[src/logic/cache_consts.svh]
// Geometry and width constants of the 4-way data cache
// Included by the package and by every module that sizes arrays or slices
`ifndef CACHE_CONSTS_SVH
`define CACHE_CONSTS_SVH

`define CACHE_WAYS      4
`define CACHE_SETS      16
`define CACHE_INDEX_W   4   // log2 of CACHE_SETS
`define CACHE_WORDS     4   // Words per line
`define CACHE_OFFSET_W  2   // Word within a line
`define CACHE_WORD_W    32

// 32-bit address minus index, word offset and 2 byte bits
`define CACHE_TAG_W     24

`define CACHE_AGE_W     2   // LRU age, 0 is the oldest way

`endif

[src/logic/cache_pkg.sv]
// Types shared by the cache blocks
// Referenced with scoped names from the RTL and the testbench
`default_nettype none

`include "cache_consts.svh"

package cache_pkg;

  // Requester operation, 2'b00 is not used
  typedef enum logic [1:0] {
    op_read  = 2'b01,
    op_write = 2'b10,
    op_fill  = 2'b11
  } req_op_t;

  // Ack kinds as seen by the requester and memory
  typedef enum logic [1:0] {
    ack_fetch     = 2'b00,
    ack_read      = 2'b01,
    ack_write     = 2'b10,
    ack_writeback = 2'b11
  } ack_type_t;

  typedef logic [`CACHE_WORD_W-1:0]              word_t;
  typedef logic [`CACHE_WORDS*`CACHE_WORD_W-1:0] line_t;
  typedef logic [`CACHE_TAG_W-1:0]               tag_t;
  typedef logic [`CACHE_INDEX_W-1:0]             index_t;
  typedef logic [`CACHE_OFFSET_W-1:0]            offset_t;
  typedef logic [`CACHE_WAYS-1:0]                way_mask_t;
  typedef logic [`CACHE_AGE_W-1:0]               age_t;

  // Entry held in the tag ways
  typedef struct packed {
    tag_t tag;
    logic dirty;
  } tag_entry_t;

endpackage

`default_nettype wire

[src/logic/way_ram.sv]
// One way of cache storage, one entry per set
// Read is combinational, write lands on the clock edge
`timescale 1ns/1ps
`default_nettype none

`include "cache_consts.svh"

module way_ram #(
  parameter type entry_t = logic [31:0]
) (
  input  wire                     cclk,
  input  wire                     we,
  input  wire cache_pkg::index_t  waddr,
  input  wire entry_t             wdata,
  input  wire cache_pkg::index_t  raddr,
  output entry_t                  rdata
);

  entry_t mem [`CACHE_SETS];

  always_ff @(posedge cclk) begin
    if (we)
      mem[waddr] <= wdata;
  end

  assign rdata = mem[raddr];

  assert property (@(posedge cclk) we |-> !$isunknown(waddr));

endmodule

`default_nettype wire

[config.mk]
export PLATFORM = sky130hd
export DESIGN_NAME = way_ram
export DESIGN_NICKNAME = d
export VERILOG_FILES = /design/src/logic/cache_pkg.sv /design/src/logic/way_ram.sv
export VERILOG_INCLUDE_DIRS = /design/src /design/src/logic
export SDC_FILE = /design/constraint.sdc
export NUM_CORES = 1
export LEC_CHECK = 0
export BUFFER_PORTS_ARGS = -buffer_cell sky130_fd_sc_hd__buf_2
export CAP_MARGIN = 20
export CORE_ASPECT_RATIO = 1.5
export CORE_MARGIN = 5
export CORE_UTILIZATION = 50
export CTS_CLUSTER_SIZE = 24
export DETAILED_ROUTE_END_ITERATION = 8
export PLACE_DENSITY = 0.69
export SETUP_SLACK_MARGIN = 0.2
export SLEW_MARGIN = 20
export SYNTH_ARGS = -nofsm -noshare
export SYNTH_HDL_FRONTEND = slang
export SYNTH_SLANG_ARGS = --single-unit
[constraint.sdc]
create_clock -name cclk -period 4.5 [get_ports cclk]
set_input_delay 0.45 -clock cclk [delete_from_list [all_inputs] [get_ports cclk]]
set_output_delay 0.45 -clock cclk [all_outputs]
set_load 0.02 [all_outputs]
==> impl_metrics.tcl <==
set metrics [dict create \
    worstPathMaxFanout 51 \
    largest_register_ffs 512 \
    gp_congestion 0.7178 \
    avgSynthCellArea_um2 23.84 \
    routed_wl_um 39920 \
    regMostFlops "mem" \
    grt_pass1_vias 9128 \
    syn-instance-count 806 \
    root_buffer "clkbuf_16" \
    first_pass_iters 5 \
    layout_common_cells "edfxtp_1 (512), mux4_2 (128), buf_2 (71)" \
    die_h_um 250.1 \
    io_buffers 73 \
    p_int_mw 7.943 \
    rsz0062_at_grt "false" \
    drive_gt1_share_pct 33.01 \
    n_antenna_cell 0 \
    peakVddDrop_uv 268.8 \
    rows 88 \
    syn2layout_area_growth_pct 13.86 \
    required_ns 4.05 \
    critPathSlowestCell "mux4_2" \
    drtAntennaViolNets 0 \
    num_vias 8748 \
    cts_sinks 512 \
    arrival_ns 2.48 \
    synth.distinct_cells 17 \
    die_width_um 170.1 \
    largestRegisters "mem: 512 flops" \
    hpwl_um 20910 \
    hold_viol 0 \
    p_sw_share_pct 19.53 \
    cts_resized 0 \
    dieArea_mm2 0.04253 \
    setup_violations 0 \
    maxSlewHeadroom_pct 23.52 \
    utilization_pct 57.26 \
    numCtsBuffers 42 \
    crit_path_start_kind "input port" \
    final_area_mm2 0.02188 \
    path_clk_slew_ns 0.07 \
    ys_seq_elements 512 \
    max_freq_ghz 0.3417 \
    max_stage_delay_ns 0.55 \
    antenna_found_initial 3 \
    p_seq_share_pct 54.3 \
    mostFrequentLayoutCell "edfxtp_1" \
    cts_tree "built" \
    hold_class "input port to flop" \
    layout.nets 949 \
    grt_pass1_wl_um 59400 \
    grt_overflow 0 \
    pwr-share-clk_pct 40.3 \
    worst_pin_slew_ns 1.147 \
    cts.path.max_buffers 3 \
    worst_setup_path_end_kind "output port" \
    cts_setup_buffers 0 \
    p_leak_nw 6.946 \
    vias_per_cell 6.100 \
    totalPowerFinal_mw 9.871 \
    avgRoutedWirePerCell_um 27.84 \
    placed_area_mm2 0.02036 \
    critical_path_buf_inv_count 3 \
    syn_area_mm2 0.01921 \
    p_sw_mw 1.927 \
    htree_levels 2 \
    crit_family "buffers and inverters" \
    path_cells "clkbuf_8 -> buf_12 -> mux4_2 -> a22oi_1 -> nand2_1 -> buf_2" \
    ys_seq_area_share_pct 80.02 \
    status "completed" \
    core-area_mm2 0.03821 \
    pwr_density_cell_mw_per_mm2 451.2 \
    yosys_warnings 0 \
    power_frac_comb_pct 5.3 \
    io_pins 74 \
    syn_nets 848 \
    grtUsageTotal_pct 18.96 \
    grt_max_degree 52 \
    fin_crit_ns 2.926 \
    min_period_over_period_pct 65.03 \
    path_class "input port to output port" \
    setup_tns_ns 0 \
    cts_hold_buf 0 \
    drv_cap 0 \
    finalMaxSlewViolations 0 \
    drtIter0Drc 772 \
    initial_utilization_pct 50.29 \
    drc 0 \
]
[power groups by stage]
stage | registers [mW] | logic (mW) | clock network, mW
after floorplan | 5.46 | 0.320 | 0
after global placement | 5.46 | 0.527 | 0
after detailed placement | 5.47 | 0.536 | 0
after CTS | 5.36 | 0.537 | 4.05
after global routing | 5.37 | 0.568 | 4.25
final | 5.36 | 0.527 | 3.98
[layout make-up]
cell class / count / area, um2
well taps: 495 / 619.3
multi-input cells: 251 / 3750
flip-flops and latches: 512 / 15370
fillers: 2710 / 16330
clock buffers: 54 / 1160
clock inverters: 22 / 355.3
repair buffers: 100 / 616.8
[kinds of logic after synthesis]
family / share of synthesized area, %
AOI/OAI and AO/OA: 2.501
buffers and inverters: 1.159
DFF: 80.02
muxes: 15.00
and+or+nand+nor: 1.315
[cell usage after synthesis]
master    count  area share, %
a22oi_1      64            2.5
and2_1        1          0.033
buf_1         9           0.18
buf_2         4           0.10
buf_4        11           0.43
buf_6         2           0.12
clkbuf_1     17           0.33
edfxtp_1    512             80
mux4_2      128             15
nand2_1      33           0.64
nand2b_1      2          0.065
nand3_1       1          0.026
nand3b_1      2          0.078
nor2_1       13           0.25
nor2b_1       2          0.065
nor3_1        4           0.10
or3b_2        1          0.046
[final timing paths]
check,start,endpoint,slack (ns),cells after the start
max,raddr[0],rdata[26],1.57,6
min,wdata[21],mem[5][21]$_DFFE_PP_,0.27,1
[per-layer routing]
metal / share of wire, % / global-route usage [%] / up-vias
li1: - / - / 3666
met1: 41 / 27.60 / 4673
met2: 51 / 30.57 / 339
met3: 6.3 / 2.873 / 64
met4: 2.0 / 5.046 / 6
met5: 0.10 / 0 / -
[per-stage QoR]
| step | worst slack, ns | hold slack [ns] | cells |
|---|---|---|---|
| final | 1.574 | 0.2740 | 1434 |
| after global routing | 1.326 | 0.2662 | 1434 |
| after CTS | 1.491 | 0.2465 | 1434 |
| after detailed placement | 1.523 | 0.8333 | 1358 |
| after global placement | 1.526 | 0.8176 | 1358 |
| after floorplan | 0.8704 | 0.5489 | 806 |
(Power assumes the default switching activity.)
