==> src/logic/cache_consts.svh <==
// Geometry and width constants of the 4-way data cache
// Included by the package and by every module that sizes arrays or slices
`ifndef CACHE_CONSTS_SVH
`define CACHE_CONSTS_SVH

`define CACHE_WAYS      4
`define CACHE_SETS      16
`define CACHE_INDEX_W   4   // log2 of CACHE_SETS
`define CACHE_WORDS     4   // Words per line
`define CACHE_OFFSET_W  2   // Word within a line
`define CACHE_WORD_W    32

// 32-bit address minus index, word offset and 2 byte bits
`define CACHE_TAG_W     24

`define CACHE_AGE_W     2   // LRU age, 0 is the oldest way

`endif

==> src/logic/cache_pkg.sv <==
// Types shared by the cache blocks
// Referenced with scoped names from the RTL and the testbench
`default_nettype none

`include "cache_consts.svh"

package cache_pkg;

  // Requester operation, 2'b00 is not used
  typedef enum logic [1:0] {
    op_read  = 2'b01,
    op_write = 2'b10,
    op_fill  = 2'b11
  } req_op_t;

  // Ack kinds as seen by the requester and memory
  typedef enum logic [1:0] {
    ack_fetch     = 2'b00,
    ack_read      = 2'b01,
    ack_write     = 2'b10,
    ack_writeback = 2'b11
  } ack_type_t;

  typedef logic [`CACHE_WORD_W-1:0]              word_t;
  typedef logic [`CACHE_WORDS*`CACHE_WORD_W-1:0] line_t;
  typedef logic [`CACHE_TAG_W-1:0]               tag_t;
  typedef logic [`CACHE_INDEX_W-1:0]             index_t;
  typedef logic [`CACHE_OFFSET_W-1:0]            offset_t;
  typedef logic [`CACHE_WAYS-1:0]                way_mask_t;
  typedef logic [`CACHE_AGE_W-1:0]               age_t;

  // Entry held in the tag ways
  typedef struct packed {
    tag_t tag;
    logic dirty;
  } tag_entry_t;

endpackage

`default_nettype wire

==> src/logic/cache_ctrl_fsm.sv <==
// Request access FSM of the cache
// Steps through lookup, write-back, fetch, fill and the response ack
`timescale 1ns/1ps
`default_nettype none

`include "cache_consts.svh"

module cache_ctrl_fsm (
  input  wire                       cclk,
  input  wire                       cresetn,
  input  wire                       req_valid,
  input  wire cache_pkg::req_op_t   req_op,
  input  wire                       hit,
  input  wire                       victim_dirty,
  input  wire                       beat_last,
  output logic                      req_ready,
  output logic                      lookup,
  output logic                      capture,
  output logic                      fill_shift,
  output logic                      fill_done,
  output logic                      count_en,
  output logic                      count_clr,
  output logic                      tag_we,
  output logic                      data_we,
  output logic                      ack_valid,
  output logic                      ack_hit,
  output cache_pkg::ack_type_t      ack_type,
  output logic                      ack_last,
  output logic                      ack_sel_victim
);

  typedef enum logic [2:0] {
    st_idle, st_lookup, st_respond, st_flush, st_fetch, st_fill, st_update, st_resp_miss
  } state_t;

  state_t state;
  state_t state_nxt;
  logic   write_q;   // Operation of the request in flight

  assign req_ready  = state inside {st_idle, st_respond, st_resp_miss, st_fill};
  assign capture    = req_valid && (req_op != cache_pkg::op_fill) &&
                      (state inside {st_idle, st_respond, st_resp_miss});
  assign lookup     = (state == st_lookup);
  assign fill_shift = (state == st_fill) && req_valid;
  assign fill_done  = (state == st_update);
  assign count_clr  = lookup;
  assign count_en   = (state == st_flush) || fill_shift;
  assign tag_we     = (lookup && hit) || fill_done;
  assign data_we    = (lookup && hit && write_q) || fill_done;  // Write hit merge or line fill
  assign ack_last   = (state == st_flush) && beat_last;

  always_comb begin
    state_nxt = state;
    case (state)
      st_idle, st_respond, st_resp_miss: state_nxt = capture ? st_lookup : st_idle;
      st_lookup: begin
        if (hit)
          state_nxt = st_respond;
        else if (victim_dirty)
          state_nxt = st_flush;
        else
          state_nxt = st_fetch;
      end
      st_flush:  if (beat_last) state_nxt = st_fetch;
      st_fetch:  state_nxt = st_fill;
      st_fill:   if (fill_shift && beat_last) state_nxt = st_update;
      st_update: state_nxt = st_resp_miss;
      default:   state_nxt = st_idle;
    endcase
  end

  ////////////////////////////////////////
  // State and registered ack controls
  ////////////////////////////////////////
  always_ff @(posedge cclk or negedge cresetn) begin
    if (!cresetn) begin
      state          <= st_idle;
      write_q        <= 1'b0;
      ack_valid      <= 1'b0;
      ack_hit        <= 1'b0;
      ack_type       <= cache_pkg::ack_fetch;
      ack_sel_victim <= 1'b0;
    end else begin
      state          <= state_nxt;
      ack_valid      <= state_nxt inside {st_respond, st_resp_miss, st_flush, st_fetch};
      ack_hit        <= (state_nxt == st_respond);
      ack_sel_victim <= (state_nxt == st_flush);
      if (capture)
        write_q <= (req_op == cache_pkg::op_write);
      case (state_nxt)
        st_flush: ack_type <= cache_pkg::ack_writeback;
        st_respond, st_resp_miss:
          ack_type <= write_q ? cache_pkg::ack_write : cache_pkg::ack_read;
        default:  ack_type <= cache_pkg::ack_fetch;
      endcase
    end
  end

  // Memory only sends fill words while a line is being fetched
  assert property (@(posedge cclk) disable iff (!cresetn)
    (state == st_fill && req_valid) |-> (req_op == cache_pkg::op_fill));

  // Last flag closes a full write-back burst of one line
  assert property (@(posedge cclk) disable iff (!cresetn)
    ack_last |-> $past(state == st_flush, `CACHE_WORDS - 1));

endmodule

`default_nettype wire

==> config.mk <==
export PLATFORM = sky130hd
export DESIGN_NAME = cache_ctrl_fsm
export DESIGN_NICKNAME = d
export VERILOG_FILES = /design/src/logic/cache_pkg.sv /design/src/logic/cache_ctrl_fsm.sv
export VERILOG_INCLUDE_DIRS = /design/src /design/src/logic
export SDC_FILE = /design/constraint.sdc
export NUM_CORES = 1
export LEC_CHECK = 0
export ABC_AREA = 1
export BUFFER_PORTS_ARGS = -buffer_cell sky130_fd_sc_hd__buf_2
export CAP_MARGIN = 15
export CORE_UTILIZATION = 33
export DETAILED_ROUTE_END_ITERATION = 8
export GPL_TIMING_DRIVEN = 1
export SETUP_SLACK_MARGIN = 0.5
export SLEW_MARGIN = 10
export SYNTH_ARGS = -nofsm -noshare
export SYNTH_HDL_FRONTEND = slang
export SYNTH_SLANG_ARGS = --single-unit
==> constraint.sdc <==
create_clock -name cclk -period 1.6 [get_ports cclk]
set_clock_uncertainty 0.05 [all_clocks]
set_input_delay 0.16 -clock cclk [delete_from_list [all_inputs] [get_ports cclk]]
set_output_delay 0.16 -clock cclk [all_outputs]
set_load 0.02 [all_outputs]
==> run metrics <==
run status=finished, final reports clean; setup_tns=0 ns; Max-slew headroom=86.8%; CP Cell Sequence=nand2_2 -> nand2_2 -> nand4_1 -> inv_2 -> buf_6; Worst Hold Class=in -> reg; Die Ht=around 43 um; Worst Path Arrival=1.31 ns; Cell Pwr Density=around 2100 nW/um^2; Flop pwr share=20.3%; Worst VDD drop=0.000998 V; fmax=approximately 660 MHz; CTS clk-pin slew, worst paths=0.06 ns; Max H-tree Level=1; power share of the clock group=~8.3%; Total Wirelength=about 1400 um; DR vias=619; Post-Syn Area=546 sq um; syn_nets=84; synthesis-to-finish area growth=84.2%; per-cell routed wire length=roughly 11 um; post-synthesis sequential area ratio=41.3%; critical path class=reg -> out; Overflow after GRT=0; period utilization=a little over nine tenths; count of final hold-check violations=0; switching share of power=47.4%; crit-path max FO=5; CTS tree=built; Core Area=1520 sq um; slowest CP cell=dfrtp_2; # rows=14; Worst Setup Start Kind=flop; kind of end point of the critical path=output pin; GRT Resource Usage Total=~17%; Unique masters post-synth=18; Comb pwr share=between 70% and 80%; Initial Util=35.8%; vias in the first global route=578; end-of-flow core utilization=65.9%; #FFs+latches synth=9; post-route ant nets=0; Initial DRT Pass Iterations=4; CTS buffer count=3; # fillers=128; largest net degree at the start of global routing=10; mean number of vias per cell=4.69; NetSw=0.000978 W; RSZ-0062 raised after global routing=yes; Max-Cap Viols=0; DP HPWL=951 um; dominant cell type by count on the critical path=nand2_2; Slew @ Worst Pin=between 0.15 and 0.2 ns; # setup viols final=0; Crit path required time=~1.4 ns; Initial DRC Count=15; WP buf/inv=2; Die ar.=1820 sq um; min cycle time layout=around 1.5 ns; routability cong.=0.758; clk_lat worst skew=0.26 ns; DR DRC count=0; I/O pin count=23; R2R setup slack=0.13 ns; Final #Nets=125; LEAKAGE=0.562 nW; Mean Syn Cell Area=7.18 sq um; worst-case clock buffer depth=2; global-route wire length before repair=~2300 um; Synth Instances=76; diode count=0; clock sinks=9; layout cells sized above 1=64.7%; Pint=0.00108 W; Synth warnings=0; Clock Tree Root=clkbuf_4; initial antenna violation count=0; max-slew violation count=0; family with the most delay on the worst path=flip-flops; Port Buf Inserts=22; Critical Path Max Stage Delay=around 0.46 ns; die width=42.7 um
[flip-flops by register name (all words and copies together), names as in the netlist]
| register | cells |
|---|---|
| ack_hit | 1 |
| write_q | 1 |
| ack_valid | 1 |
| ack_type | 2 |
| ack_sel_victim | 1 |
| state | 3 |
[stage by stage]
step / total power (W) / setup slack [ns] / hold slack (ns) / area, sq um / instances
floorplan: 0.00114 / 0.294 / -0.186 / 592 / 76
CTS: 0.00185 / 0.0563 / 0.109 / 910 / 127
finish: 0.00206 / 0.0787 / 0.113 / 1000 / 132
global placement: 0.00132 / 0.140 / -0.0344 / 703 / 112
detailed placement: 0.00133 / 0.132 / -0.0328 / 703 / 112
global route: 0.00221 / 0.00497 / 0.107 / 1000 / 132
[worst register-to-register path, delay by kind of cell, from the launching register on]
kind,cells,cell delay (ns)
buffers and inverters,2,0.21
DFF,1,0.44
and+or+nand+nor,7,0.67
[area by class of cell]
class	instances	area (sq um)	share of cell area, %
multi-input cells	48	365	36.4
clock buffers	4	26.3	2.62
flip-flops and latches	9	229	22.8
inverters	17	68.8	6.85
well taps	16	20.0	1.99
repair buffers	38	295	29.4
[placed cells by master (no fill, tap or decap), drive strengths merged]
master	n
a21oi	1
buf	37
clkbuf	4
dfrtp	9
dlygate4sd3	1
inv	17
nand2	18
nand3	9
nand3b	1
nand4	1
nor2	13
nor3	1
o21ai	3
o22ai	1
[power groups by stage]
stage / Sequential, W / Clock (W) / Combinational [W]
finish: 0.000418 / 0.000170 / 0.00147
global route: 0.000428 / 0.000196 / 0.00158
CTS: 0.000416 / 0.000176 / 0.00126
detailed placement: 0.000418 / 0 / 0.000910
global placement: 0.000415 / 0 / 0.000906
floorplan: 0.000438 / 0 / 0.000702
[cells in the mapped netlist]
| cell | instances | area (sq um) |
|---|---|---|
| inv_1 | 15 | 56.3 |
| nand2_1 | 14 | 52.6 |
| nor2_1 | 11 | 41.3 |
| dfrtp_1 | 9 | 225 |
| nand3_1 | 6 | 30.0 |
| nand2_2 | 4 | 25.0 |
| nand3_2 | 3 | 30.0 |
| buf_4 | 2 | 15.0 |
| inv_2 | 2 | 7.51 |
| o21ai_1 | 2 | 10.0 |
| a21oi_1 | 1 | 5.00 |
| nand3b_1 | 1 | 7.51 |
| nand4_1 | 1 | 6.26 |
| nor2_2 | 1 | 6.26 |
| nor2_4 | 1 | 11.3 |
| nor3_1 | 1 | 5.00 |
| o21ai_0 | 1 | 5.00 |
| o22ai_1 | 1 | 6.26 |
[routing by layer]
metal,vias up,share of wire (%),global-route usage [%]
met2,17,53,27.6
met5,-,0,0
met1,287,41,19.9
li1,313,-,-
met3,2,4.4,8.09
met4,0,2.1,1.88
[what timing repair did]
item                                    4_1_cts  5_1_grt
hold buffers                                  1        0
endpoints found under the setup margin       18       18
gates resized for setup                      26       16
buffers inserted                             10        5
pin swaps                                     8        7
endpoints found under the hold margin         9        0
[path summary, 6_finish.rpt]
check                                         start                  endpoint  cells after the start
max in group asynchronous                   cresetn        state[2]$_DFF_PN0_                      2
worst max-delay path             state[0]$_DFF_PN0_                   capture                      5
min in group asynchronous                   cresetn  ack_sel_victim$_DFF_PN0_                      2
worst max register to register   state[1]$_DFF_PN0_       ack_valid$_DFF_PN0_                      9
worst min-delay path                      req_op[1]       write_q$_DFFE_PN0P_                      3
worst min register to register  write_q$_DFFE_PN0P_     ack_type[0]$_DFF_PN0_                      1
[cells by family after synthesis]
group	count (synthesis)	synth area share, %
AO/OA/AOI/OAI	5	4.82
buffers and inverters	19	14.4
flip-flops	9	41.3
AND/OR/NAND/NOR	43	39.5
Power figures use the tool's default switching activity.
