### config.mk
export PLATFORM = sky130hd
export DESIGN_NAME = tag_lookup
export DESIGN_NICKNAME = d
export VERILOG_FILES = /design/src/logic/cache_pkg.sv /design/src/logic/tag_lookup.sv
export VERILOG_INCLUDE_DIRS = /design/src /design/src/logic
export SDC_FILE = /design/constraint.sdc
export NUM_CORES = 1
export LEC_CHECK = 0
export ABC_CLOCK_PERIOD_IN_PS = 5900
export BUFFER_PORTS_ARGS = -buffer_cell sky130_fd_sc_hd__buf_4
export CAP_MARGIN = 0
export CORE_ASPECT_RATIO = 0.75
export CORE_MARGIN = 2
export CORE_UTILIZATION = 30
export CTS_CLUSTER_SIZE = 30
export DETAILED_ROUTE_END_ITERATION = 10
export GPL_TIMING_DRIVEN = 0
export RECOVER_POWER = 100
export SLEW_MARGIN = 25
export SYNTH_ARGS = -nofsm -noshare
export SYNTH_HDL_FRONTEND = slang
export SYNTH_SLANG_ARGS = --single-unit
### constraint.sdc
create_clock -name cclk -period 5.9 [get_ports cclk]
set_input_delay 0.59 -clock cclk [delete_from_list [all_inputs] [get_ports cclk]]
set_output_delay 0.59 -clock cclk [all_outputs]
set_load 0.05 [all_outputs]
### src/logic/cache_consts.svh
// Geometry and width constants of the 4-way data cache
// Included by the package and by every module that sizes arrays or slices
`ifndef CACHE_CONSTS_SVH
`define CACHE_CONSTS_SVH

`define CACHE_WAYS      4
`define CACHE_SETS      16
`define CACHE_INDEX_W   4   // log2 of CACHE_SETS
`define CACHE_WORDS     4   // Words per line
`define CACHE_OFFSET_W  2   // Word within a line
`define CACHE_WORD_W    32

// 32-bit address minus index, word offset and 2 byte bits
`define CACHE_TAG_W     24

`define CACHE_AGE_W     2   // LRU age, 0 is the oldest way

`endif

### src/logic/cache_pkg.sv
// Types shared by the cache blocks
// Referenced with scoped names from the RTL and the testbench
`default_nettype none

`include "cache_consts.svh"

package cache_pkg;

  // Requester operation, 2'b00 is not used
  typedef enum logic [1:0] {
    op_read  = 2'b01,
    op_write = 2'b10,
    op_fill  = 2'b11
  } req_op_t;

  // Ack kinds as seen by the requester and memory
  typedef enum logic [1:0] {
    ack_fetch     = 2'b00,
    ack_read      = 2'b01,
    ack_write     = 2'b10,
    ack_writeback = 2'b11
  } ack_type_t;

  typedef logic [`CACHE_WORD_W-1:0]              word_t;
  typedef logic [`CACHE_WORDS*`CACHE_WORD_W-1:0] line_t;
  typedef logic [`CACHE_TAG_W-1:0]               tag_t;
  typedef logic [`CACHE_INDEX_W-1:0]             index_t;
  typedef logic [`CACHE_OFFSET_W-1:0]            offset_t;
  typedef logic [`CACHE_WAYS-1:0]                way_mask_t;
  typedef logic [`CACHE_AGE_W-1:0]               age_t;

  // Entry held in the tag ways
  typedef struct packed {
    tag_t tag;
    logic dirty;
  } tag_entry_t;

endpackage

`default_nettype wire

### src/logic/tag_lookup.sv
// Tag compare, valid bits, LRU ages and victim choice
// Ages and valid bits live here, tags and dirty bits in the tag ways
`timescale 1ns/1ps
`default_nettype none

`include "cache_consts.svh"

module tag_lookup (
  input  wire                         cclk,
  input  wire                         cresetn,
  input  wire                         lookup,
  input  wire                         tag_we,
  input  wire cache_pkg::tag_t        req_tag,
  input  wire cache_pkg::index_t      req_index,
  input  wire                         req_is_write,
  input  wire cache_pkg::tag_entry_t  way_tag [`CACHE_WAYS],
  output logic                        hit,
  output cache_pkg::way_mask_t        hit_way,
  output cache_pkg::way_mask_t        victim_way,
  output logic                        victim_dirty,
  output cache_pkg::tag_t             victim_tag,
  output cache_pkg::tag_entry_t       tag_wdata,
  output cache_pkg::way_mask_t        tag_wmask
);

  cache_pkg::way_mask_t valid_q [`CACHE_SETS];
  cache_pkg::age_t      age_q [`CACHE_SETS][`CACHE_WAYS];
  cache_pkg::way_mask_t victim_q;     // Held from lookup until the line is replaced
  cache_pkg::way_mask_t victim_comb;
  cache_pkg::way_mask_t way_dirty;
  cache_pkg::age_t      acc_age;      // Old age of the way being written

  always_comb begin
    victim_comb = '0;
    victim_tag  = '0;
    acc_age     = '0;
    for (int w = 0; w < `CACHE_WAYS; w++) begin
      hit_way[w]   = valid_q[req_index][w] && (way_tag[w].tag == req_tag);
      way_dirty[w] = valid_q[req_index][w] && way_tag[w].dirty;
    end
    // Oldest way first, any invalid way takes precedence
    for (int w = `CACHE_WAYS - 1; w >= 0; w--) begin
      if (age_q[req_index][w] == '0) begin
        victim_comb    = '0;
        victim_comb[w] = 1'b1;
      end
    end
    for (int w = `CACHE_WAYS - 1; w >= 0; w--) begin
      if (!valid_q[req_index][w]) begin
        victim_comb    = '0;
        victim_comb[w] = 1'b1;
      end
    end
    victim_way = lookup ? victim_comb : victim_q;
    hit        = |hit_way;
    tag_wmask  = hit ? hit_way : victim_way;
    for (int w = 0; w < `CACHE_WAYS; w++) begin
      if (victim_way[w]) victim_tag = way_tag[w].tag;
      if (tag_wmask[w])  acc_age    = age_q[req_index][w];
    end
    victim_dirty    = |(victim_way & way_dirty);
    tag_wdata.tag   = req_tag;
    tag_wdata.dirty = req_is_write || (hit && |(hit_way & way_dirty));  // Read fill clears
  end

  ////////////////////////////////////////
  // Valid and LRU age update
  ////////////////////////////////////////
  always_ff @(posedge cclk or negedge cresetn) begin
    if (!cresetn) begin
      victim_q <= '0;
      for (int s = 0; s < `CACHE_SETS; s++) begin
        valid_q[s] <= '0;
        for (int w = 0; w < `CACHE_WAYS; w++)
          age_q[s][w] <= cache_pkg::age_t'(w);
      end
    end else begin
      if (lookup)
        victim_q <= victim_comb;
      if (tag_we) begin
        valid_q[req_index] <= valid_q[req_index] | tag_wmask;
        for (int w = 0; w < `CACHE_WAYS; w++) begin
          if (tag_wmask[w])
            age_q[req_index][w] <= '1;  // Most recently used
          else if (age_q[req_index][w] > acc_age)
            age_q[req_index][w] <= age_q[req_index][w] - 1'b1;
        end
      end
    end
  end

  // Tag ways never hold the same valid tag twice in a set
  assert property (@(posedge cclk) disable iff (!cresetn) $onehot0(hit_way));

endmodule

`default_nettype wire

==> run_results.csv, run 1 <==
group,metric,value,unit
clock_tree,clock_latency,0.45,ns
clock_tree,clk_pin_slew,0.07,ns
floorplan,io_pins,196,
worst_setup_path,path_max_fanout,18,
drt,routedWlPerCell,22.86,µm
synth,yosys.area.top_type,"dfrtp_1",
global_routing,grt_max_degree,79,
power_and_ir_drop,p_leak,6.080,nW
layout,finalNonFillerCells,1974,
layout,drive_above_1_share,0.2882,
clock_tree,cts_tree,"done",
drt,drt_iter0_markers,1116,
synth,synthCells,1216,
worst_setup_path,cp.required,5.31,ns
drt,vias_per_cell,5.626,
floorplan,die_height,177.0,µm
drt,post-route-drc-count,0,
synth,synth.cell_area,11980,µm²
synth,yosysWarnings,0,
floorplan,die-area,41560,µm²
synth,yosysMostFrequentCell,"dfrtp_1",
layout,area_growth,24.87,%
place,dp_cells,1930,
sta,hold_violations,0,
synth,syn_avg_cell_area,9.850,µm²
synth,syn_nets,1357,
sta,setup_ws,0.2360,ns
sta,slew_headroom,-0.9412,
sta,fmax,176.6,MHz
synth,async_flop_share,1.000,
synth,yosysSeqAreaShare,0.4162,
run,cap_violations,3,
synth,synth.distinct_cells,68,
floorplan,core,39410,µm²
synth,synth_area_leaders,"dfrtp_1 28%, dfstp_2 14%, mux4_2 8.3%, xor2_1 5.3%, a21oi_1 5.1%",
drt,vias,11106,
place,place_ws,-1.720,ns
worst_setup_path,arrival,5.07,ns
layout,n_antenna_cell,0,
clock_tree,cts_hold_buf,0,
global_routing,grtUsageTotal,0.2118,
drt,ant_nets,0,
place,gp_congestion,0.9519,
worst_setup_path,crit_path_end_kind,"output port",
sta,worst_pin_slew,2.912,ns
min_path,hold_path.class,"reg -> reg",
drt,drt-total-wl,45120,µm
clock_tree,cts_sinks,196,
outcome,failed_checks,"max-capacitance violations, max-slew violations",
synth,synth_top_area_share,0.2758,
worst_setup_path,critical_path_class,"in -> out",
sta,whs,0.4795,ns
sta,finalCriticalPeriod,5.664,ns
layout,final_nets,1582,
sta,setup-violations-final,0,
drt,dr.pass1.iters,6,
clock_tree,htree_levels,4,
place,port_buffers,192,
place,dp_hpwl,33530,µm
floorplan,num_rows,63,
synth,netlist_top_cells_count,"132 x dfrtp_1, 130 x nand2_1, 122 x a21oi_1, 86 x nor2_1, 77 x clkbuf_1",
worst_setup_path,start_kind,"input pin",
global_routing,first_global_vias,10742,
synth,synth_edf_count,0,
sta,drv_slew,201,
global_routing,antenna_found_initial,0,
synth,synth_ff_type,"dfrtp_1",
power_and_ir_drop,ir_worst_vdd,0.0003185,V
sta,fin_crit_sh,0.9600,
outcome,status,"finished with violations",
clock_tree,cts_buffers,17,
floorplan,die_w,234.7,µm
sta,skew,0.01004,ns
power_and_ir_drop,power_density,478.0,nW/µm²
global_routing,grt_pass1_wl,67020,µm
synth,yosys_register_bits,196,
clock_tree,cts_buffer_depth,2,
global_routing,grt_remaining_overflow,0,
clock_tree,root_buffer,"clkbuf_16",
floorplan,initial_core_util,0.3039,
## power breakdown
group	internal (mW)	total (mW)	leakage [nW]	switching, mW
sequential	2.07	2.39	2.26	0.316
clock	0.723	1.27	0.309	0.542
combinational	1.30	3.50	3.51	2.20
total	4.10	7.15	6.08	3.05
## registers in the layout, summed over array words and instances, names as in the netlist
register,count
age_q,128
valid_q,64
victim_q,4
## path summary, 6_finish.rpt
path | start | to | slack, ns | cells past startpoint
max in group asynchronous | cresetn | valid_q[46] | 1.71 | 2
max | req_index[0] | victim_tag[5] | 0.24 | 18
max reg2reg | age_q[14] | age_q[117] | 0.66 | 21
min in group asynchronous | cresetn | age_q[74] | 1.08 | 1
min | valid_q[16] | valid_q[16] | 0.48 | 2
min reg2reg | valid_q[16] | valid_q[16] | 0.48 | 2
## stage by stage
stage	power, mW	utilization	area [µm²]	setup TNS [ns]
6_report	7.150	0.3795	14960	0
5_1_grt	7.531	0.3795	14960	-0.009486
4_1_cts	7.052	0.3794	14950	0
3_5_place_dp	5.691	0.3606	14210	-211.79
3_3_place_gp	5.617	0.3590	14150	-208.11
2_1_floorplan	4.645	-	12060	0
## area by class of cell
class                   instances  area [µm²]
fillers                      3976       24460
multi-input cells             874        6454
flip-flops and latches        196        4985
repair buffers                208        1459
plain buffers                 124       711.9
well taps                     520       650.6
clock buffers                  20       446.7
clock inverters                12       175.2
inverters                      20       75.07
## critical path: stages
cell      delay (ns)
buf_4           0.12
buf_8           0.17
buf_12          0.13
buf_16          0.16
mux4_2          0.52
mux4_2          0.54
inv_2           0.15
ha_2            0.21
nand2b_1        0.11
a21oi_1         0.04
a211o_1         0.34
buf_4           0.21
nor2b_1         0.11
clkbuf_1        0.26
clkbuf_1        0.53
a221oi_1        0.22
o31ai_1         0.33
buf_4           0.26
## cell families after synthesis
logic type | synth area share
AOI/OAI and AO/OA | 0.2281
and+or+nand+nor | 0.1163
DFF | 0.4162
buffers and inverters | 0.05787
xor gates and xnor gates | 0.07020
muxes | 0.1022
adders and majority gates | 0.009193
## timing repair
item	4_1_cts	5_1_grt
buffers inserted	2	12
setup endpoints to repair	155	149
resized for setup	33	26
pin swaps	2	3
cloned	0	0
## layer usage
layer  vias up  global-route usage  wire length [µm]
met1      5558              0.3077             20560
met3        47             0.06519              4359
li1       4947                   -                 -
met2       552              0.3080             19640
met5         -            0.009324                54
met4         2             0.04246               506
## cell usage in the layout (no fill, tap or decap), drive strengths merged, types with 25 or more instances in the layout
master	count
o31ai	26
o21ai	71
dfstp	64
a2bb2oi	39
buf	230
nand2	130
a41oi	32
xor2	72
mux4	44
a221oi	25
dfrtp	132
clkbuf	122
a21oi	122
nor2	86
Power figures use the tool's default switching activity.
==> inputs of run 2 (changes only) <==
--- a/config.mk
+++ b/config.mk
@@ -15,6 +15,7 @@
 export CTS_CLUSTER_SIZE = 30
 export DETAILED_ROUTE_END_ITERATION = 10
 export GPL_TIMING_DRIVEN = 0
+export PLACE_DENSITY = 0.51
 export RECOVER_POWER = 100
 export SLEW_MARGIN = 25
 export SYNTH_ARGS = -nofsm -noshare
==> run_results.csv, run 2 (synthesized netlist as in run 1, its figures left out) <==
group,metric,value,unit
floorplan,io_pins,196,
power_and_ir_drop,ir_worst_vdd,0.0002177,V
floorplan,num_rows,63,
layout,final_cell_mix,"176 x buf_4, 132 x dfrtp_1, 130 x nand2_1",
layout,n_antenna_cell,0,
power_and_ir_drop,p_leak,6.088,nW
place,gp_congestion,0.9259,
global_routing,antenna_found_initial,0,
drt,post-route-drc-count,0,
outcome,failed_checks,"max-capacitance violations, max-slew violations",
clock_tree,htree_levels,4,
min_path,hold_depth,2,
drt,drt_iter0_markers,940,
clock_tree,cts_tree,"done",
worst_setup_path,path_buf_inv,8,
floorplan,core,39410,µm²
min_path,min_to,"valid_q[0]",
power_and_ir_drop,power_density,483.3,nW/µm²
sta,setup-violations-final,0,
layout,final_nets,1585,
worst_setup_path,critical_path_class,"in -> reg",
global_routing,grt_pass1_wl,70350,µm
drt,dr.pass1.iters,5,
global_routing,grtUsageTotal,0.2232,
worst_setup_path,cp.required,6.24,ns
worst_setup_path,r2r_cells,22,
layout,layout.cells.most_common,"buf_4",
clock_tree,clock_latency,0.46,ns
layout,final_area,14980,µm²
sta,fin_crit_sh,0.9630,
sta,skew,0.009655,ns
min_path,hold_path.class,"reg -> reg",
min_path,min_from,"valid_q[0]",
sta,finalCriticalPeriod,5.682,ns
worst_setup_path,cpLargestDelayFamily,"compound AO/OA/AOI/OAI gates",
clock_tree,cts_sinks,196,
drt,vias,10880,
sta,rsz0062_at_grt,"no",
clock_tree,cts_buffers,17,
clock_tree,root_buffer,"clkbuf_16",
floorplan,die-area,41560,µm²
global_routing,grt_remaining_overflow,0,
layout,num-fill-cells,4030,
sta,fmax,176.0,MHz
worst_setup_path,max_stage_delay,0.53,ns
place,place_area,14210,µm²
clock_tree,cts_hold_buf,0,
sta,hold_violations,0,
power_and_ir_drop,total_power,7.239,mW
clock_tree,clk_pin_slew,0.07,ns
layout,regArea,4985,µm²
worst_setup_path,rrSetupSlack,0.61,ns
worst_setup_path,arrival,6.02,ns
layout,top_register,"age_q",
global_routing,grt_max_degree,81,
sta,drv_slew,120,
drt,ant_nets,0,
clock_tree,cts_buffer_depth,2,
worst_setup_path,regToRegStartpoint,"age_q[7]",
worst_setup_path,reg2reg_to,"age_q[85]",
layout,multi_input_area,6444,µm²
drt,drt-total-wl,46950,µm
layout,drive_above_1_share,0.2869,
worst_setup_path,path_max_fanout,16,
floorplan,die_w,234.7,µm
sta,slew_headroom,-0.4381,
drt,vias_per_cell,5.503,
global_routing,first_global_vias,10786,
drt,routedWlPerCell,23.75,µm
worst_setup_path,worst_path_max_delay_cell,"mux4_2",
place,dp_hpwl,34610,µm
layout,area_growth,25.07,%
worst_setup_path,crit_path_end_kind,"flop",
run,cap_violations,2,
floorplan,die_height,177.0,µm
sta,worst_pin_slew,2.157,ns
outcome,status,"finished with violations",
worst_setup_path,start_kind,"input pin",
place,port_buffers,192,
floorplan,initial_core_util,0.3039,
layout,reg.largest.list,"age_q x128, valid_q x64, victim_q x4",
layout,largest_reg_flops,128,
-- run 2: changes by cell type in the layout (fill, tap and decap cells not counted), sizes merged --
| cell | change |
|---|---|
| clkbuf | +36 |
| inv | -2 |
| bufinv | +2 |
| buf | -33 |
-- run 2: power by group --
group	total [mW]	internal, mW	switching, mW
combinational	3.48	1.28	2.20
clock	1.38	0.831	0.550
sequential	2.38	2.07	0.311
total	7.24	4.18	3.06
-- run 2: worst min-delay path, stage by stage (launching register included) --
cell,delay (ns)
dfrtp_1,0.34
nand2_1,0.04
o21ai_0,0.06
-- run 2: cell type report --
class                   instances  area share
plain buffers                 124     0.04894
clock buffers                  20     0.03115
clock inverters                12     0.01495
inverters                      20    0.005011
multi-input cells             874      0.4301
flip-flops and latches        196      0.3327
well taps                     520     0.04343
repair buffers                211     0.09363
-- run 2: metrics by stage --
| step | instances | hold WS [ns] | TNS (ns) | util | worst slack, ns |
|---|---|---|---|---|---|
| floorplan | 1216 | 0.2944 | 0 | - | 0.02423 |
| global placement | 1928 | 0.4583 | -221.87 | 0.3590 | -1.793 |
| detailed placement | 1930 | 0.4690 | -229.31 | 0.3606 | -1.841 |
| CTS | 1962 | 0.01335 | 0 | 0.3816 | 0.008664 |
| global route | 1977 | 0.5050 | 0 | 0.3801 | 0.001057 |
| finish | 1977 | 0.4794 | 0 | 0.3801 | 0.2182 |
-- run 2: routing by layer --
| metal | up-vias | wire, µm | track usage |
|---|---|---|---|
| met5 | - | 0 | 0 |
| met4 | 0 | 805 | 0.04668 |
| met3 | 57 | 3191 | 0.04772 |
| met2 | 443 | 20270 | 0.3260 |
| met1 | 5435 | 22690 | 0.3364 |
| li1 | 4945 | - | - |
-- run 2: worst max path at each step --
stage,start,to,slack (ns),cells past startpoint
global placement,req_index[1],age_q[105],-1.79,26
CTS,req_index[0],age_q[85],0.009,26
floorplan,req_index[0],age_q[69],0.02,25
detailed placement,req_index[1],age_q[38],-1.84,26
finish,req_index[0],age_q[85],0.22,25
global route,req_index[0],age_q[86],0.001,26
-- run 2: timing repair --
item / in CTS / in global routing
resized for setup: 35 / 40
endpoints found under the setup margin: 155 / 148
buffers inserted: 2 / 15
pin swaps: 2 / 8
==> inputs of run 3 (changes only) <==
--- a/config.mk
+++ b/config.mk
@@ -9,7 +9,7 @@
 export ABC_CLOCK_PERIOD_IN_PS = 5900
 export BUFFER_PORTS_ARGS = -buffer_cell sky130_fd_sc_hd__buf_4
 export CAP_MARGIN = 0
-export CORE_ASPECT_RATIO = 0.75
+export CORE_ASPECT_RATIO = 2
 export CORE_MARGIN = 2
 export CORE_UTILIZATION = 30
 export CTS_CLUSTER_SIZE = 30
==> run_results.csv, run 3 (synthesized netlist as in run 1, its figures left out) <==
group,metric,value,unit
place,dp_cells,1935,
sta,fmax,175.5,MHz
layout,layout.cells.most_common,"buf_4",
sta,setup-violations-final,0,
clock_tree,cts_tree,"done",
global_routing,grt_remaining_overflow,0,
worst_setup_path,crit_path_end,"age_q[77]",
floorplan,io_pins,196,
worst_setup_path,regToRegStartpoint,"age_q[110]",
floorplan,num_rows,103,
layout,fin_util,0.3799,
global_routing,grt_pass1_wl,75880,µm
sta,drv_slew,134,
drt,drt-total-wl,51140,µm
floorplan,core,39440,µm²
clock_tree,clk_pin_slew,0.08,ns
worst_setup_path,cp.required,6.24,ns
floorplan,die_w,145.3,µm
place,dp_hpwl,39280,µm
drt,post-route-drc-count,0,
sta,worst_pin_slew,3.421,ns
clock_tree,cts_buffer_depth,2,
global_routing,antenna_found_initial,0,
outcome,failed_checks,"max-capacitance violations, max-slew violations",
worst_setup_path,max_stage_delay,0.54,ns
layout,top_register,"age_q",
min_path,hold_depth,2,
clock_tree,htree_levels,4,
floorplan,die-area,41640,µm²
layout,area_growth,25.08,%
drt,routedWlPerCell,25.69,µm
global_routing,first_global_vias,11691,
sta,finalCriticalPeriod,5.699,ns
sta,skew,0.01617,ns
drt,vias_per_cell,5.585,
drt,dr.pass1.iters,5,
outcome,status,"finished with violations",
layout,reg.largest.list,"age_q x128, valid_q x64, victim_q x4",
global_routing,grt_max_degree,70,
layout,final_cell_mix,"180 x buf_4, 132 x dfrtp_1, 130 x nand2_1",
power_and_ir_drop,ir_worst_vdd,0.0002407,V
drt,drt_iter0_markers,647,
worst_setup_path,worst_path_max_delay_cell,"mux4_2",
worst_setup_path,critPathLaunch,"req_index[1]",
drt,ant_nets,0,
layout,final_nets,1593,
floorplan,initial_core_util,0.3037,
drt,vias,11119,
place,port_buffers,192,
worst_setup_path,critical_path_class,"in -> reg",
power_and_ir_drop,power_density,485.0,nW/µm²
layout,finalNonFillerCells,1991,
worst_setup_path,start_kind,"input pin",
worst_setup_path,crit_path_end_kind,"flop",
worst_setup_path,rrSetupSlack,0.70,ns
min_path,hold_path.class,"reg -> reg",
floorplan,die_height,286.6,µm
power_and_ir_drop,p_leak,6.071,nW
clock_tree,cts_hold_buf,0,
sta,setup-tns-final,0,ns
clock_tree,clock_latency,0.46,ns
place,gp_congestion,0.9626,
global_routing,grtUsageTotal,0.2441,
sta,fin_crit_sh,0.9660,
worst_setup_path,cp_common_cell,"buf_6",
layout,largest_reg_flops,128,
sta,rsz0062_at_grt,"no",
sta,slew_headroom,-1.281,
sta,hold_violations,0,
clock_tree,cts_buffers,17,
layout,drive_above_1_share,0.2922,
run,cap_violations,2,
worst_setup_path,arrival,6.04,ns
worst_setup_path,r2r_cells,21,
worst_setup_path,reg2reg_to,"age_q[77]",
clock_tree,root_buffer,"clkbuf_16",
clock_tree,cts_sinks,196,
worst_setup_path,path_max_fanout,10,
-- run 3: changes by cell type in the layout (fill, tap and decap cells not counted), moves of 3 or more --
cell	delta
buf_2	-4
buf_4	+4
buf_6	+4
bufinv_16	-6
clkbuf_1	+3
clkbuf_2	+3
clkbuf_8	-4
clkinv_2	-3
clkinv_8	+4
inv_6	+3
nor2_1	-3
nor2_2	+3
-- run 3: critical path, delay by kind of cell --
kind	cells	cell delay [ns]
AND/OR/NAND/NOR	4	0.82
AO/OA/AOI/OAI	9	1.72
adder cells (fa/ha/maj)	2	0.49
multiplexers	2	0.90
buffers and inverters	8	1.51
-- run 3: how the worst min path moves through the flow --
| stage | from | endpoint | slack (ns) |
|---|---|---|---|
| 6_report | valid_q[38] | valid_q[38] | 0.48 |
| 3_5_place_dp | valid_q[38] | valid_q[38] | 0.47 |
| 4_1_cts | cresetn | age_q[102] | 0.08 |
| 5_1_grt | valid_q[19] | valid_q[19] | 0.50 |
| 3_3_place_gp | valid_q[38] | valid_q[38] | 0.46 |
| 2_1_floorplan | cresetn | age_q[101] | 0.29 |
-- run 3: area by class of cell --
class	instances	area, µm²
fill	4092	24450
timing repair buffer	219	1471
sequential	196	4985
antenna	1	2.502
inverter	20	78.83
tap	525	656.9
clock inverter	15	177.7
multi-input combinational	874	6460
buffer	124	724.4
clock buffer	17	425.4
-- run 3: what timing repair did --
| action | CTS | global route |
|---|---|---|
| gates resized for setup | 40 | 44 |
| setup endpoints to repair | 156 | 138 |
| hold endpoints to repair | 0 | 0 |
| pin swaps | 5 | 11 |
| buffers inserted | 8 | 17 |
-- run 3: where the power goes --
| part | switching [mW] | total [mW] | internal (mW) |
|---|---|---|---|
| combinational | 2.29 | 3.66 | 1.38 |
| clock | 0.633 | 1.21 | 0.578 |
| sequential | 0.323 | 2.39 | 2.07 |
-- run 3: layer usage --
layer	wire (µm)	vias up	GRT usage	part of all wire
met2	28280	470	0.4742	0.55
met1	16620	5536	0.2319	0.33
met4	3912	0	0.1684	0.076
met5	0	-	0	0
met3	2331	157	0.03720	0.046
li1	-	4956	-	-
-- run 3: per-stage QoR --
| step | instance area [µm²] | hold WS [ns] | worst slack, ns | power [mW] |
|---|---|---|---|---|
| after detailed placement | 14230 | 0.4678 | -1.958 | 5.800 |
| after global placement | 14160 | 0.4571 | -1.926 | 5.731 |
| after CTS | 15030 | 0.08463 | 0.004466 | 7.132 |
| after global routing | 14980 | 0.5049 | 0.002665 | 7.668 |
| final | 14980 | 0.4812 | 0.2009 | 7.267 |
| after floorplan | 12060 | 0.2944 | 0.02423 | 4.645 |
